--- src/source/pipe_settings.svh ---
`ifndef PIPE_SETTINGS_SVH
`define PIPE_SETTINGS_SVH

`define OP_CODE_BITS 6
`define NUM_REGISTERS_LOG2 5
`define NUM_PIPE_MASKS 3
`define NUM_REG_MASKS 3
`define PC_BITS 16

// register ops in the 00 group.
`define OP_CODE_NOP 6'b000000
`define OP_CODE_ADD 6'b000001
`define OP_CODE_SUB 6'b000010
`define OP_CODE_AND 6'b000011
`define OP_CODE_OR 6'b000100
`define OP_CODE_JR 6'b001000

// immediate ops in the 01 group.
`define OP_CODE_ADDI 6'b010000
`define OP_CODE_SUBI 6'b010001

// memory ops in the 10 group.
`define OP_CODE_LW 6'b100000
`define OP_CODE_SW 6'b100001
`define OP_CODE_LA 6'b100010
`define OP_CODE_SA 6'b100011

// jumps in the 11 group.
`define OP_CODE_JMP 6'b110000
`define OP_CODE_JO 6'b110001
`define OP_CODE_JE 6'b110010

`define PIPE_REG_PC 3'b001
`define PIPE_REG_IF_ID 3'b010
`define PIPE_REG_ID_EX 3'b100

`define REG_MASK_RS 3'b001
`define REG_MASK_RT 3'b010
`define REG_MASK_RD 3'b100

`endif
--- src/source/pipe_pkg.sv ---
`default_nettype none

`include "pipe_settings.svh"

package pipe_pkg;

  typedef logic [`OP_CODE_BITS-1:0] opcode_t;
  typedef logic [`NUM_REGISTERS_LOG2-1:0] reg_idx_t;
  typedef logic [`PC_BITS-1:0] pc_t;
  typedef logic [`NUM_PIPE_MASKS-1:0] pipe_mask_t;
  typedef logic [`NUM_REG_MASKS-1:0] reg_mask_t;

  typedef enum logic [1:0] {
    mem_op_none,
    mem_op_read,
    mem_op_write
  } mem_op_e;

  typedef struct packed {
    opcode_t opcode;
    reg_idx_t rs;
    reg_idx_t rt;
    reg_idx_t rd;
  } issue_slot_t;

  localparam issue_slot_t NOP_SLOT = '0; // all-zero opcode and fields.

  // registers read by an opcode. first matching item wins.
  function automatic reg_mask_t src_mask_of(input opcode_t op);
    case (op) inside
      `OP_CODE_NOP: return '0;
      `OP_CODE_JR: return `REG_MASK_RS;
      6'b00????: return `REG_MASK_RS | `REG_MASK_RT;
      6'b01????: return `REG_MASK_RS;
      `OP_CODE_LW: return `REG_MASK_RS;
      `OP_CODE_SW: return `REG_MASK_RS | `REG_MASK_RT;
      `OP_CODE_SA: return `REG_MASK_RT; // address is absolute.
      default: return '0; // jumps, la, unused.
    endcase
  endfunction

  // registers written by an opcode.
  function automatic reg_mask_t dst_mask_of(input opcode_t op);
    case (op) inside
      `OP_CODE_NOP: return '0;
      `OP_CODE_JR: return '0;
      6'b00????: return `REG_MASK_RD;
      6'b01????: return `REG_MASK_RT;
      `OP_CODE_LW: return `REG_MASK_RT;
      `OP_CODE_LA: return `REG_MASK_RT;
      default: return '0;
    endcase
  endfunction

  function automatic mem_op_e mem_op_of(input opcode_t op);
    case (op)
      `OP_CODE_LW: return mem_op_read;
      `OP_CODE_SW: return mem_op_write;
      default: return mem_op_none;
    endcase
  endfunction

endpackage

`default_nettype wire

--- src/source/dual_issue_front.sv ---
`timescale 1ns/1ps
`default_nettype none

module dual_issue_front (
  input logic clk,
  input logic arst_n,
  input pipe_pkg::issue_slot_t [1:0] imem_pair,
  input logic imem_first,
  output pipe_pkg::pc_t pc,
  output pipe_pkg::pipe_mask_t stall0,
  output pipe_pkg::pipe_mask_t stall1,
  output pipe_pkg::pipe_mask_t flush0,
  output pipe_pkg::pipe_mask_t flush1,
  output pipe_pkg::issue_slot_t ex_lane0,
  output pipe_pkg::issue_slot_t ex_lane1,
  output pipe_pkg::mem_op_e ex_mem_op,
  output pipe_pkg::reg_idx_t ex_rt
);

  import pipe_pkg::*;

  issue_slot_t id_slot0;
  issue_slot_t id_slot1;
  logic id_first;

  fetch_counter u_fetch_counter (
    .clk(clk),
    .arst_n(arst_n),
    .stall0(stall0),
    .stall1(stall1),
    .pc(pc)
  );

  if_id_stage u_if_id_stage (
    .clk(clk),
    .arst_n(arst_n),
    .fetch_pair(imem_pair),
    .fetch_first(imem_first),
    .stall0(stall0),
    .stall1(stall1),
    .flush0(flush0),
    .flush1(flush1),
    .slot0(id_slot0),
    .slot1(id_slot1),
    .first(id_first)
  );

  hazard_detection_unit u_hazard_detection_unit (
    .id_ex_mem_op(ex_mem_op),
    .id_ex_rt(ex_rt),
    .first(id_first),
    .slot0(id_slot0),
    .slot1(id_slot1),
    .stall0(stall0),
    .stall1(stall1),
    .flush0(flush0),
    .flush1(flush1)
  );

  id_ex_stage u_id_ex_stage (
    .clk(clk),
    .arst_n(arst_n),
    .slot0(id_slot0),
    .slot1(id_slot1),
    .flush0(flush0),
    .flush1(flush1),
    .lane0(ex_lane0),
    .lane1(ex_lane1),
    .id_ex_mem_op(ex_mem_op),
    .id_ex_rt(ex_rt)
  );

endmodule

`default_nettype wire

--- src/source/fetch_counter.sv ---
`timescale 1ns/1ps
`default_nettype none

`include "pipe_settings.svh"

module fetch_counter (
  input logic clk,
  input logic arst_n,
  input pipe_pkg::pipe_mask_t stall0,
  input pipe_pkg::pipe_mask_t stall1,
  output pipe_pkg::pc_t pc
);

  import pipe_pkg::*;

  logic hold;

  // either slot may freeze the fetch.
  assign hold = |((stall0 | stall1) & `PIPE_REG_PC);

  always_ff @(posedge clk or negedge arst_n) begin
    if (!arst_n) begin
      pc <= '0;
    end else if (!hold) begin
      pc <= pc + pc_t'(2); // one pair per cycle.
    end
  end

endmodule

`default_nettype wire

--- src/source/hazard_detection_unit.sv ---
`timescale 1ns/1ps
`default_nettype none

`include "pipe_settings.svh"

module hazard_detection_unit (
  input pipe_pkg::mem_op_e id_ex_mem_op,
  input pipe_pkg::reg_idx_t id_ex_rt,
  input logic first,
  input pipe_pkg::issue_slot_t slot0,
  input pipe_pkg::issue_slot_t slot1,
  output pipe_pkg::pipe_mask_t stall0,
  output pipe_pkg::pipe_mask_t stall1,
  output pipe_pkg::pipe_mask_t flush0,
  output pipe_pkg::pipe_mask_t flush1
);

  import pipe_pkg::*;

  logic load_use;
  logic slot0_reads_load;
  logic slot1_reads_load;

  issue_slot_t young;
  issue_slot_t old;
  reg_mask_t young_src;
  reg_mask_t old_dst;
  reg_idx_t old_dst_reg;
  logic old_writes;
  logic young_rs_hit;
  logic young_rt_hit;
  logic pair_hit;

  // raw rs and rt compare without decode.
  assign slot0_reads_load = (slot0.rs == id_ex_rt) || (slot0.rt == id_ex_rt);
  assign slot1_reads_load = (slot1.rs == id_ex_rt) || (slot1.rt == id_ex_rt);
  assign load_use = (id_ex_mem_op == mem_op_read) && (slot0_reads_load || slot1_reads_load);

  // first high means slot 1 is the older one.
  assign young = first ? slot0 : slot1;
  assign old = first ? slot1 : slot0;

  assign young_src = src_mask_of(young.opcode);
  assign old_dst = dst_mask_of(old.opcode);

  // at most one destination field per opcode.
  assign old_writes = |old_dst;
  assign old_dst_reg = |(old_dst & `REG_MASK_RD) ? old.rd : old.rt;

  assign young_rs_hit = |(young_src & `REG_MASK_RS) && (young.rs == old_dst_reg);
  assign young_rt_hit = |(young_src & `REG_MASK_RT) && (young.rt == old_dst_reg);
  assign pair_hit = old_writes && (young_rs_hit || young_rt_hit);

  always_comb begin
    stall0 = '0;
    stall1 = '0;
    flush0 = '0;
    flush1 = '0;

    if (load_use) begin
      // one bubble in both lanes.
      stall0 = `PIPE_REG_PC | `PIPE_REG_IF_ID;
      flush0 = `PIPE_REG_ID_EX;
      stall1 = `PIPE_REG_PC | `PIPE_REG_IF_ID;
      flush1 = `PIPE_REG_ID_EX;
    end else if (pair_hit) begin
      if (first) begin
        stall0 = `PIPE_REG_PC | `PIPE_REG_IF_ID; // younger waits.
        flush0 = `PIPE_REG_ID_EX;
        stall1 = `PIPE_REG_PC;
        flush1 = `PIPE_REG_IF_ID; // older issues now.
      end else begin
        stall1 = `PIPE_REG_PC | `PIPE_REG_IF_ID;
        flush1 = `PIPE_REG_ID_EX;
        stall0 = `PIPE_REG_PC;
        flush0 = `PIPE_REG_IF_ID;
      end
    end
  end

endmodule

`default_nettype wire

--- src/source/id_ex_stage.sv ---
`timescale 1ns/1ps
`default_nettype none

`include "pipe_settings.svh"

module id_ex_stage (
  input logic clk,
  input logic arst_n,
  input pipe_pkg::issue_slot_t slot0,
  input pipe_pkg::issue_slot_t slot1,
  input pipe_pkg::pipe_mask_t flush0,
  input pipe_pkg::pipe_mask_t flush1,
  output pipe_pkg::issue_slot_t lane0,
  output pipe_pkg::issue_slot_t lane1,
  output pipe_pkg::mem_op_e id_ex_mem_op,
  output pipe_pkg::reg_idx_t id_ex_rt
);

  import pipe_pkg::*;

  issue_slot_t [1:0] lanes_q;
  issue_slot_t [1:0] lanes_d;
  logic [1:0] bubble;
  mem_op_e op0;
  mem_op_e op1;

  assign bubble = {|(flush1 & `PIPE_REG_ID_EX), |(flush0 & `PIPE_REG_ID_EX)};
  assign lanes_d = {slot1, slot0};

  always_ff @(posedge clk or negedge arst_n) begin
    if (!arst_n) begin
      lanes_q <= {NOP_SLOT, NOP_SLOT};
    end else begin
      for (int n = 0; n < 2; n++) begin
        lanes_q[n] <= bubble[n] ? NOP_SLOT : lanes_d[n];
      end
    end
  end

  assign lane0 = lanes_q[0];
  assign lane1 = lanes_q[1];

  assign op0 = mem_op_of(lanes_q[0].opcode);
  assign op1 = mem_op_of(lanes_q[1].opcode);

  // a load in either lane takes priority over a store.
  always_comb begin
    if (op0 == mem_op_read) begin
      id_ex_mem_op = op0;
      id_ex_rt = lanes_q[0].rt;
    end else if (op1 == mem_op_read) begin
      id_ex_mem_op = op1;
      id_ex_rt = lanes_q[1].rt;
    end else if (op0 != mem_op_none) begin
      id_ex_mem_op = op0;
      id_ex_rt = lanes_q[0].rt;
    end else begin
      id_ex_mem_op = op1;
      id_ex_rt = lanes_q[1].rt;
    end
  end

endmodule

`default_nettype wire

--- src/source/if_id_stage.sv ---
`timescale 1ns/1ps
`default_nettype none

`include "pipe_settings.svh"

module if_id_stage (
  input logic clk,
  input logic arst_n,
  input pipe_pkg::issue_slot_t [1:0] fetch_pair,
  input logic fetch_first,
  input pipe_pkg::pipe_mask_t stall0,
  input pipe_pkg::pipe_mask_t stall1,
  input pipe_pkg::pipe_mask_t flush0,
  input pipe_pkg::pipe_mask_t flush1,
  output pipe_pkg::issue_slot_t slot0,
  output pipe_pkg::issue_slot_t slot1,
  output logic first
);

  import pipe_pkg::*;

  issue_slot_t [1:0] slots_q;
  logic [1:0] hold;
  logic [1:0] clear;

  assign hold = {|(stall1 & `PIPE_REG_IF_ID), |(stall0 & `PIPE_REG_IF_ID)};
  assign clear = {|(flush1 & `PIPE_REG_IF_ID), |(flush0 & `PIPE_REG_IF_ID)};

  always_ff @(posedge clk or negedge arst_n) begin
    if (!arst_n) begin
      slots_q <= {NOP_SLOT, NOP_SLOT};
      first <= 1'b0;
    end else begin
      // a split pair drains one slot while the other waits.
      for (int n = 0; n < 2; n++) begin
        if (!hold[n]) begin
          slots_q[n] <= clear[n] ? NOP_SLOT : fetch_pair[n];
        end
      end
      // the flag travels with slot 0.
      if (!hold[0]) begin
        first <= clear[0] ? 1'b0 : fetch_first;
      end
    end
  end

  assign slot0 = slots_q[0];
  assign slot1 = slots_q[1];

endmodule

`default_nettype wire

--- config.mk ---
export PLATFORM = sky130hd
export DESIGN_NAME = dual_issue_front
export DESIGN_NICKNAME = d
export VERILOG_FILES = /design/src/source/pipe_pkg.sv /design/src/source/dual_issue_front.sv /design/src/source/fetch_counter.sv /design/src/source/hazard_detection_unit.sv /design/src/source/id_ex_stage.sv /design/src/source/if_id_stage.sv
export VERILOG_INCLUDE_DIRS = /design/src /design/src/source
export SDC_FILE = /design/constraint.sdc
export NUM_CORES = 1
export LEC_CHECK = 0
export BUFFER_PORTS_ARGS = -buffer_cell sky130_fd_sc_hd__buf_4
export CORE_MARGIN = 2
export CORE_UTILIZATION = 44
export CTS_CLUSTER_SIZE = 8
export DETAILED_ROUTE_END_ITERATION = 16
export MAX_ROUTING_LAYER = met4
export PLACE_DENSITY = 0.71
export SYNTH_ARGS = -nofsm -noshare
export SYNTH_HDL_FRONTEND = slang
export SYNTH_SLANG_ARGS = --single-unit
--- constraint.sdc ---
create_clock -name clk -period 3.05 [get_ports clk]
set_input_delay 0.1525 -clock clk [delete_from_list [all_inputs] [get_ports clk]]
set_output_delay 0.1525 -clock clk [all_outputs]
set_load 0.02 [all_outputs]
-- After elaboration in Yosys (flattened, before gate mapping)
Index checks and enable logic that the tools add are counted.
- eq/ne operators: 22
- bitwise gates (word level): 1
- reductions and logical operators: 14
- multiplexer cells: 41
- $add $sub $neg: 1
- operators by type and width (operator ; count):
    $mux 21 ; 6
    $eq 6x6->1 const B ; 9
    $mux 3 ; 15
    $eq 5x5->1 ; 6
    $mux 2 ; 13
    $mux 5 ; 4
    $add 16x2->16 const B ; 1
    $eq 6x4->1 const B ; 2
    $logic_not 6->1 ; 2
    $eq 2x1->1 const B ; 5
    $pmux 2 s2 ; 2
    $logic_and 1x1->1 ; 4
    $logic_not 2->1 ; 2
    $logic_or 1x1->1 ; 4
    $reduce_or 3->1 ; 1
    $reduce_bool 2->1 ; 1
    $mux 1 ; 1
    $or 1x1->1 ; 1
- register bits after elaboration: 101
- output and inout bits: 77
- bits of input ports: 45
- logic and storage cells: 97

-- Logic depth before layout (Yosys ltp)
- word-level depth: 16
- mapped depth: 14
- gate-level depth less buffers: 11

-- Hierarchy
From an unflattened synthesis, not the netlist that was laid out.
- cell total of the unflattened synthesis: 496
- area total of the unflattened synthesis: 5217.5 sq um
- modules (own cells, without submodules) (module ; area an instance (sq um) ; sequential area each (sq um) ; instances ; cells each):
    if_id_stage ; 1889.3 ; 1076.0 ; 1 ; 184
    id_ex_stage ; 1473.9 ; 1051.0 ; 1 ; 102
    hazard_detection_unit ; 1168.6 ; 0.0 ; 1 ; 155
    fetch_counter ; 685.7 ; 375.4 ; 1 ; 55

-- Worst setup path after synthesis
OpenSTA, ideal clock, no wires.
- path kind: register to output
- from: reg u_if_id_stage.slots_q (netlist bit u_if_id_stage.slot1[15])
- to: out flush0[1]
- cell stages (with the launch flop): 12
- data arrival time: 2.938 ns
- required time: 2.897 ns
- slack: -0.041 ns
- buffers on the path: 2
- path through: dfrtp_1 or3_4 a32oi_4 mux2i_1 xnor2_1 nor3_1 a31oi_1 nor4b_2 a41o_1 buf_6 buf_2 nor3b_1
- cells in the longest elaborated chain, start to end: 14
- elaborated cells between the ends (all ways): 34
- those cells by class: eq/ne (9); mux (18); reduce/logical (7)
- RTL lines (item ; RTL line ; source):
    from (decl) ; if_id_stage.sv:22 ; issue_slot_t [1:0] slots_q;
    from (signal assigned) ; if_id_stage.sv:31 ; slots_q <= {NOP_SLOT, NOP_SLOT};
    from (signal, indexed assignment) ; if_id_stage.sv:37 ; slots_q[n] <= clear[n] ? NOP_SLOT : fetch_pair[n];
    $mux 21 ; hazard_detection_unit.sv:40 ; assign young = first ? slot0 : slot1;
    $eq 6x6->1 ; hazard_detection_unit.sv:43 ; assign young_src = src_mask_of(young.opcode);
    $mux 2 (7 in series) ; pipe_pkg.sv:30 ; case (op) inside
    $logic_and 1x1->1 ; hazard_detection_unit.sv:51 ; assign young_rt_hit = |(young_src & `REG_MASK_RT) && (young.rt == old_dst_reg);
    $logic_or 1x1->1 ; hazard_detection_unit.sv:52 ; assign pair_hit = old_writes && (young_rs_hit || young_rt_hit);
    $logic_and 1x1->1 (*) ; hazard_detection_unit.sv:52 ;
    $mux 3 (*) ; hazard_detection_unit.sv:66 ; end else if (pair_hit) begin
    $mux 3 (*) ; hazard_detection_unit.sv:60 ; if (load_use) begin
    to (decl) ; dual_issue_front.sv:12 ; output pipe_pkg::pipe_mask_t flush0,
Mark *: on every way between the ends. The rest lies on a longest branch, timed or not.

-- Worst setup path in the final report
- from: reg u_if_id_stage.slots_q (netlist bit u_if_id_stage.slot0[15])
- to: out flush0[1]
Same word-level chain as after synthesis.

==> reports/qor.yml <==
status: "complete, but fails checks"
violations: "negative setup slack"
r2r-start: "u_if_id_stage.slot0[17]"
dieHeight_microns: 110
max-cap-violations: 0
cts.clk_slew.worst_paths_ps: 90
synth_top_area_share_pct: 51.0
ys_ff_latch: 100
insertion_delay_ps: 370
slowest_delay_ps: 570
synthCells: 436
drt_iter0_drc: 182
die_w_microns: 110
place_ws_ps: -86.5
syn_area_per_cell_sq_um: 11.3
dp.cells: 714
cp_slowest_cell: "or4b_4"
synth.distinct_cells: 67
grt_pass1_wl_microns: 22400
route.detailed.drc: 0
drt-vias-per-instance: 5.40
cp_top_family: "simple AND/OR/NAND/NOR gates"
min_to: "u_if_id_stage.slot0[18]"
crit_chain: "or4b_4 -> mux2i_2 -> o21ai_2 -> a2111oi_2 -> a21oi_1 -> a2111oi_1 -> nor4b_2 -> a41o_1 -> buf_12 -> buf_8 -> nor3b_4 -> buf_6"
fin_ws_ps: -348
postPlaceCellArea_sq_mm: 0.00625
layout-drive-gt1-share_pct: 41.8
fillers: 810
dieArea_sq_mm: 0.0120
drtAntennaViolNets: 0
grtUsageTotal_pct: 25.8
n_antenna_cell: 0
htree_num_levels: 3
crit_type: "reg2out"
yosys.area.top_type: "dfrtp_1"
fin_area_sq_mm: 0.00750
first_pass_iters: 4
grt_max_degree: 53
synth_area_sq_mm: 0.00491
cts_root_buf: "clkbuf_8"
synth_area_leaders: "dfrtp_1 (51%), a22o_1 (7.5%), xnor2_1 (4.5%)"
cts_tree: "done"
hold_depth: 2
num_rows: 38
rrSetupSlack_ps: -300
antenna_found_initial: 0
report.final.hold_viol_count: 0
crit_path_end_kind: "primary output"
tightest_slew_ps: 633
reg2regPathDepth: 16
clock_skew_ps: 10.5
max-vdd-ir-drop_uv: 450
drt-wirelength-per-cell_microns: 19.3
cp_data_required_time_ps: 2900
max-slew-margin-rel_pct: 57.8
nets: 694
cts_buffers: 9
syn_to_final_growth_pct: 53.0
setup_violations: 89
timing.rr.end: "u_if_id_stage.slot1[19]"
clock-sinks: 100
first_global_vias: 4146
crit_path_start_kind: "flop"
instances_no_fill: 793
ys_seq_area_share_pct: 51.0
place_congestion: 0.963
num_io_pins: 122
drt_wl_total_microns: 15300
yosysWarnings: 0
crit_fanout: 5
portBuffers: 116
hold_class: "in2reg"
dp.final_hpwl_microns: 10200
overflow: 0
synth_edf_count: 0
cp_data_arrival_time_ps: 3250
power_density_mw_per_mm2: 525
vias: 4282
rsz0062_at_grt: "yes"
min_period_ps: 3400
async_reset_ff_share_pct: 100
ys.flop_type: "dfrtp_1"
clockBufferDepth: 2
period_share_pct: 111
finalMaxSlewViolations: 0
power.leakage_nw: 3.60
timing.fmax_mhz: 294
core_sq_mm: 0.0108
hp-start: "imem_pair[18]"
hold_ws_ps: 13.8
setup-tns-final_ps: -14700
initial_utilization_pct: 45.3
cp_num_buf_inv: 3
power breakdown:
part           leakage [nW]  total (mW)  switching [mW]  internal (mW)
Sequential             1.19        1.71           0.209           1.50
Combinational          2.30        1.35           0.651          0.699
Clock                 0.103       0.877           0.472          0.406
Total                  3.60        3.94            1.33           2.61
registers in the layout (all words and copies together) (netlist names):
| register | count |
|---|---|
| u_if_id_stage.first | 1 |
| u_if_id_stage.slot1 | 21 |
| u_id_ex_stage.lane0 | 21 |
| u_id_ex_stage.lane1 | 21 |
| u_if_id_stage.slot0 | 21 |
| u_fetch_counter.pc | 15 |
cell families after synthesis:
family,Yosys count,share of synthesized area [%]
compound gates,92,15.4
xor+xnor,47,8.39
fa+ha+maj,1,0.255
buf+inv,55,5.61
flops,100,51.0
mux,14,3.83
other cells,1,0.0764
simple gates,126,15.4
synthesized netlist by cell type (7+ instances only):
master,number
a22o_1,42
and2_1,33
buf_2,13
buf_4,12
clkbuf_1,7
dfrtp_1,100
inv_1,19
nand2_1,12
nand3_1,7
nor2_1,17
nor3_1,17
o21ai_0,13
xnor2_1,25
xor2_1,22
per-layer routing:
layer / track usage [%] / share of wire (%) / routed length [microns] / vias to the layer above
met5: - / 0 / 0 / -
met4: 7.23 / 1.9 / 284 / 0
met3: 3.68 / 4.5 / 691 / 24
met2: 42.8 / 51 / 7850 / 151
met1: 33.2 / 42 / 6460 / 2154
li1: - / - / - / 1953
worst max path at each step:
stage / startpoint / end / slack (ps) / cells past startpoint
floorplan: u_id_ex_stage.lane1[16] / stall1[1] / 130 / 12
global placement: u_if_id_stage.slot1[15] / u_fetch_counter.pc[11] / -50 / 12
detailed placement: u_id_ex_stage.lane1[16] / u_if_id_stage.slot1[11] / -90 / 13
CTS: u_if_id_stage.slot0[17] / flush0[1] / -300 / 12
global route: u_if_id_stage.slot1[17] / stall0[1] / -490 / 14
finish: u_if_id_stage.slot0[15] / flush0[1] / -350 / 12
through the flow:
stage	utilization (%)	power (mW)
after floorplan	-	2.35
after global placement	57.7	2.86
after detailed placement	57.7	2.88
after CTS	65.6	3.84
after global routing	69.2	4.13
final	69.2	3.94
area by class of cell:
class / count / area (sq um) / share of cell area [%]
Clock inverter: 5 / 61.3 / 0.817
Clock buffer: 11 / 141 / 1.88
Multi-Input combinational cell: 285 / 2380 / 31.7
Sequential cell: 100 / 2500 / 33.3
Timing Repair Buffer: 230 / 2160 / 28.8
Inverter: 22 / 87.6 / 1.17
Tap cell: 140 / 175 / 2.33
cells in the final DEF (no fill, tap or decap), types with 13 or more instances in the layout:
master,instances
buf_4,152
xnor2_1,25
and2_1,27
inv_1,19
dlygate4sd3_1,38
buf_6,19
dfrtp_1,100
o21ai_0,13
a22o_1,42
xor2_1,22
repair_timing:
action,4_1_cts,5_1_grt
gates resized for setup,38,57
gates cloned,2,4
setup endpoints to repair,92,108
buffers inserted,12,12
pin swaps,37,10
hold buffers,35,3
hold endpoints to repair,82,3
No activity file was read; power rests on OpenSTA's default activity.
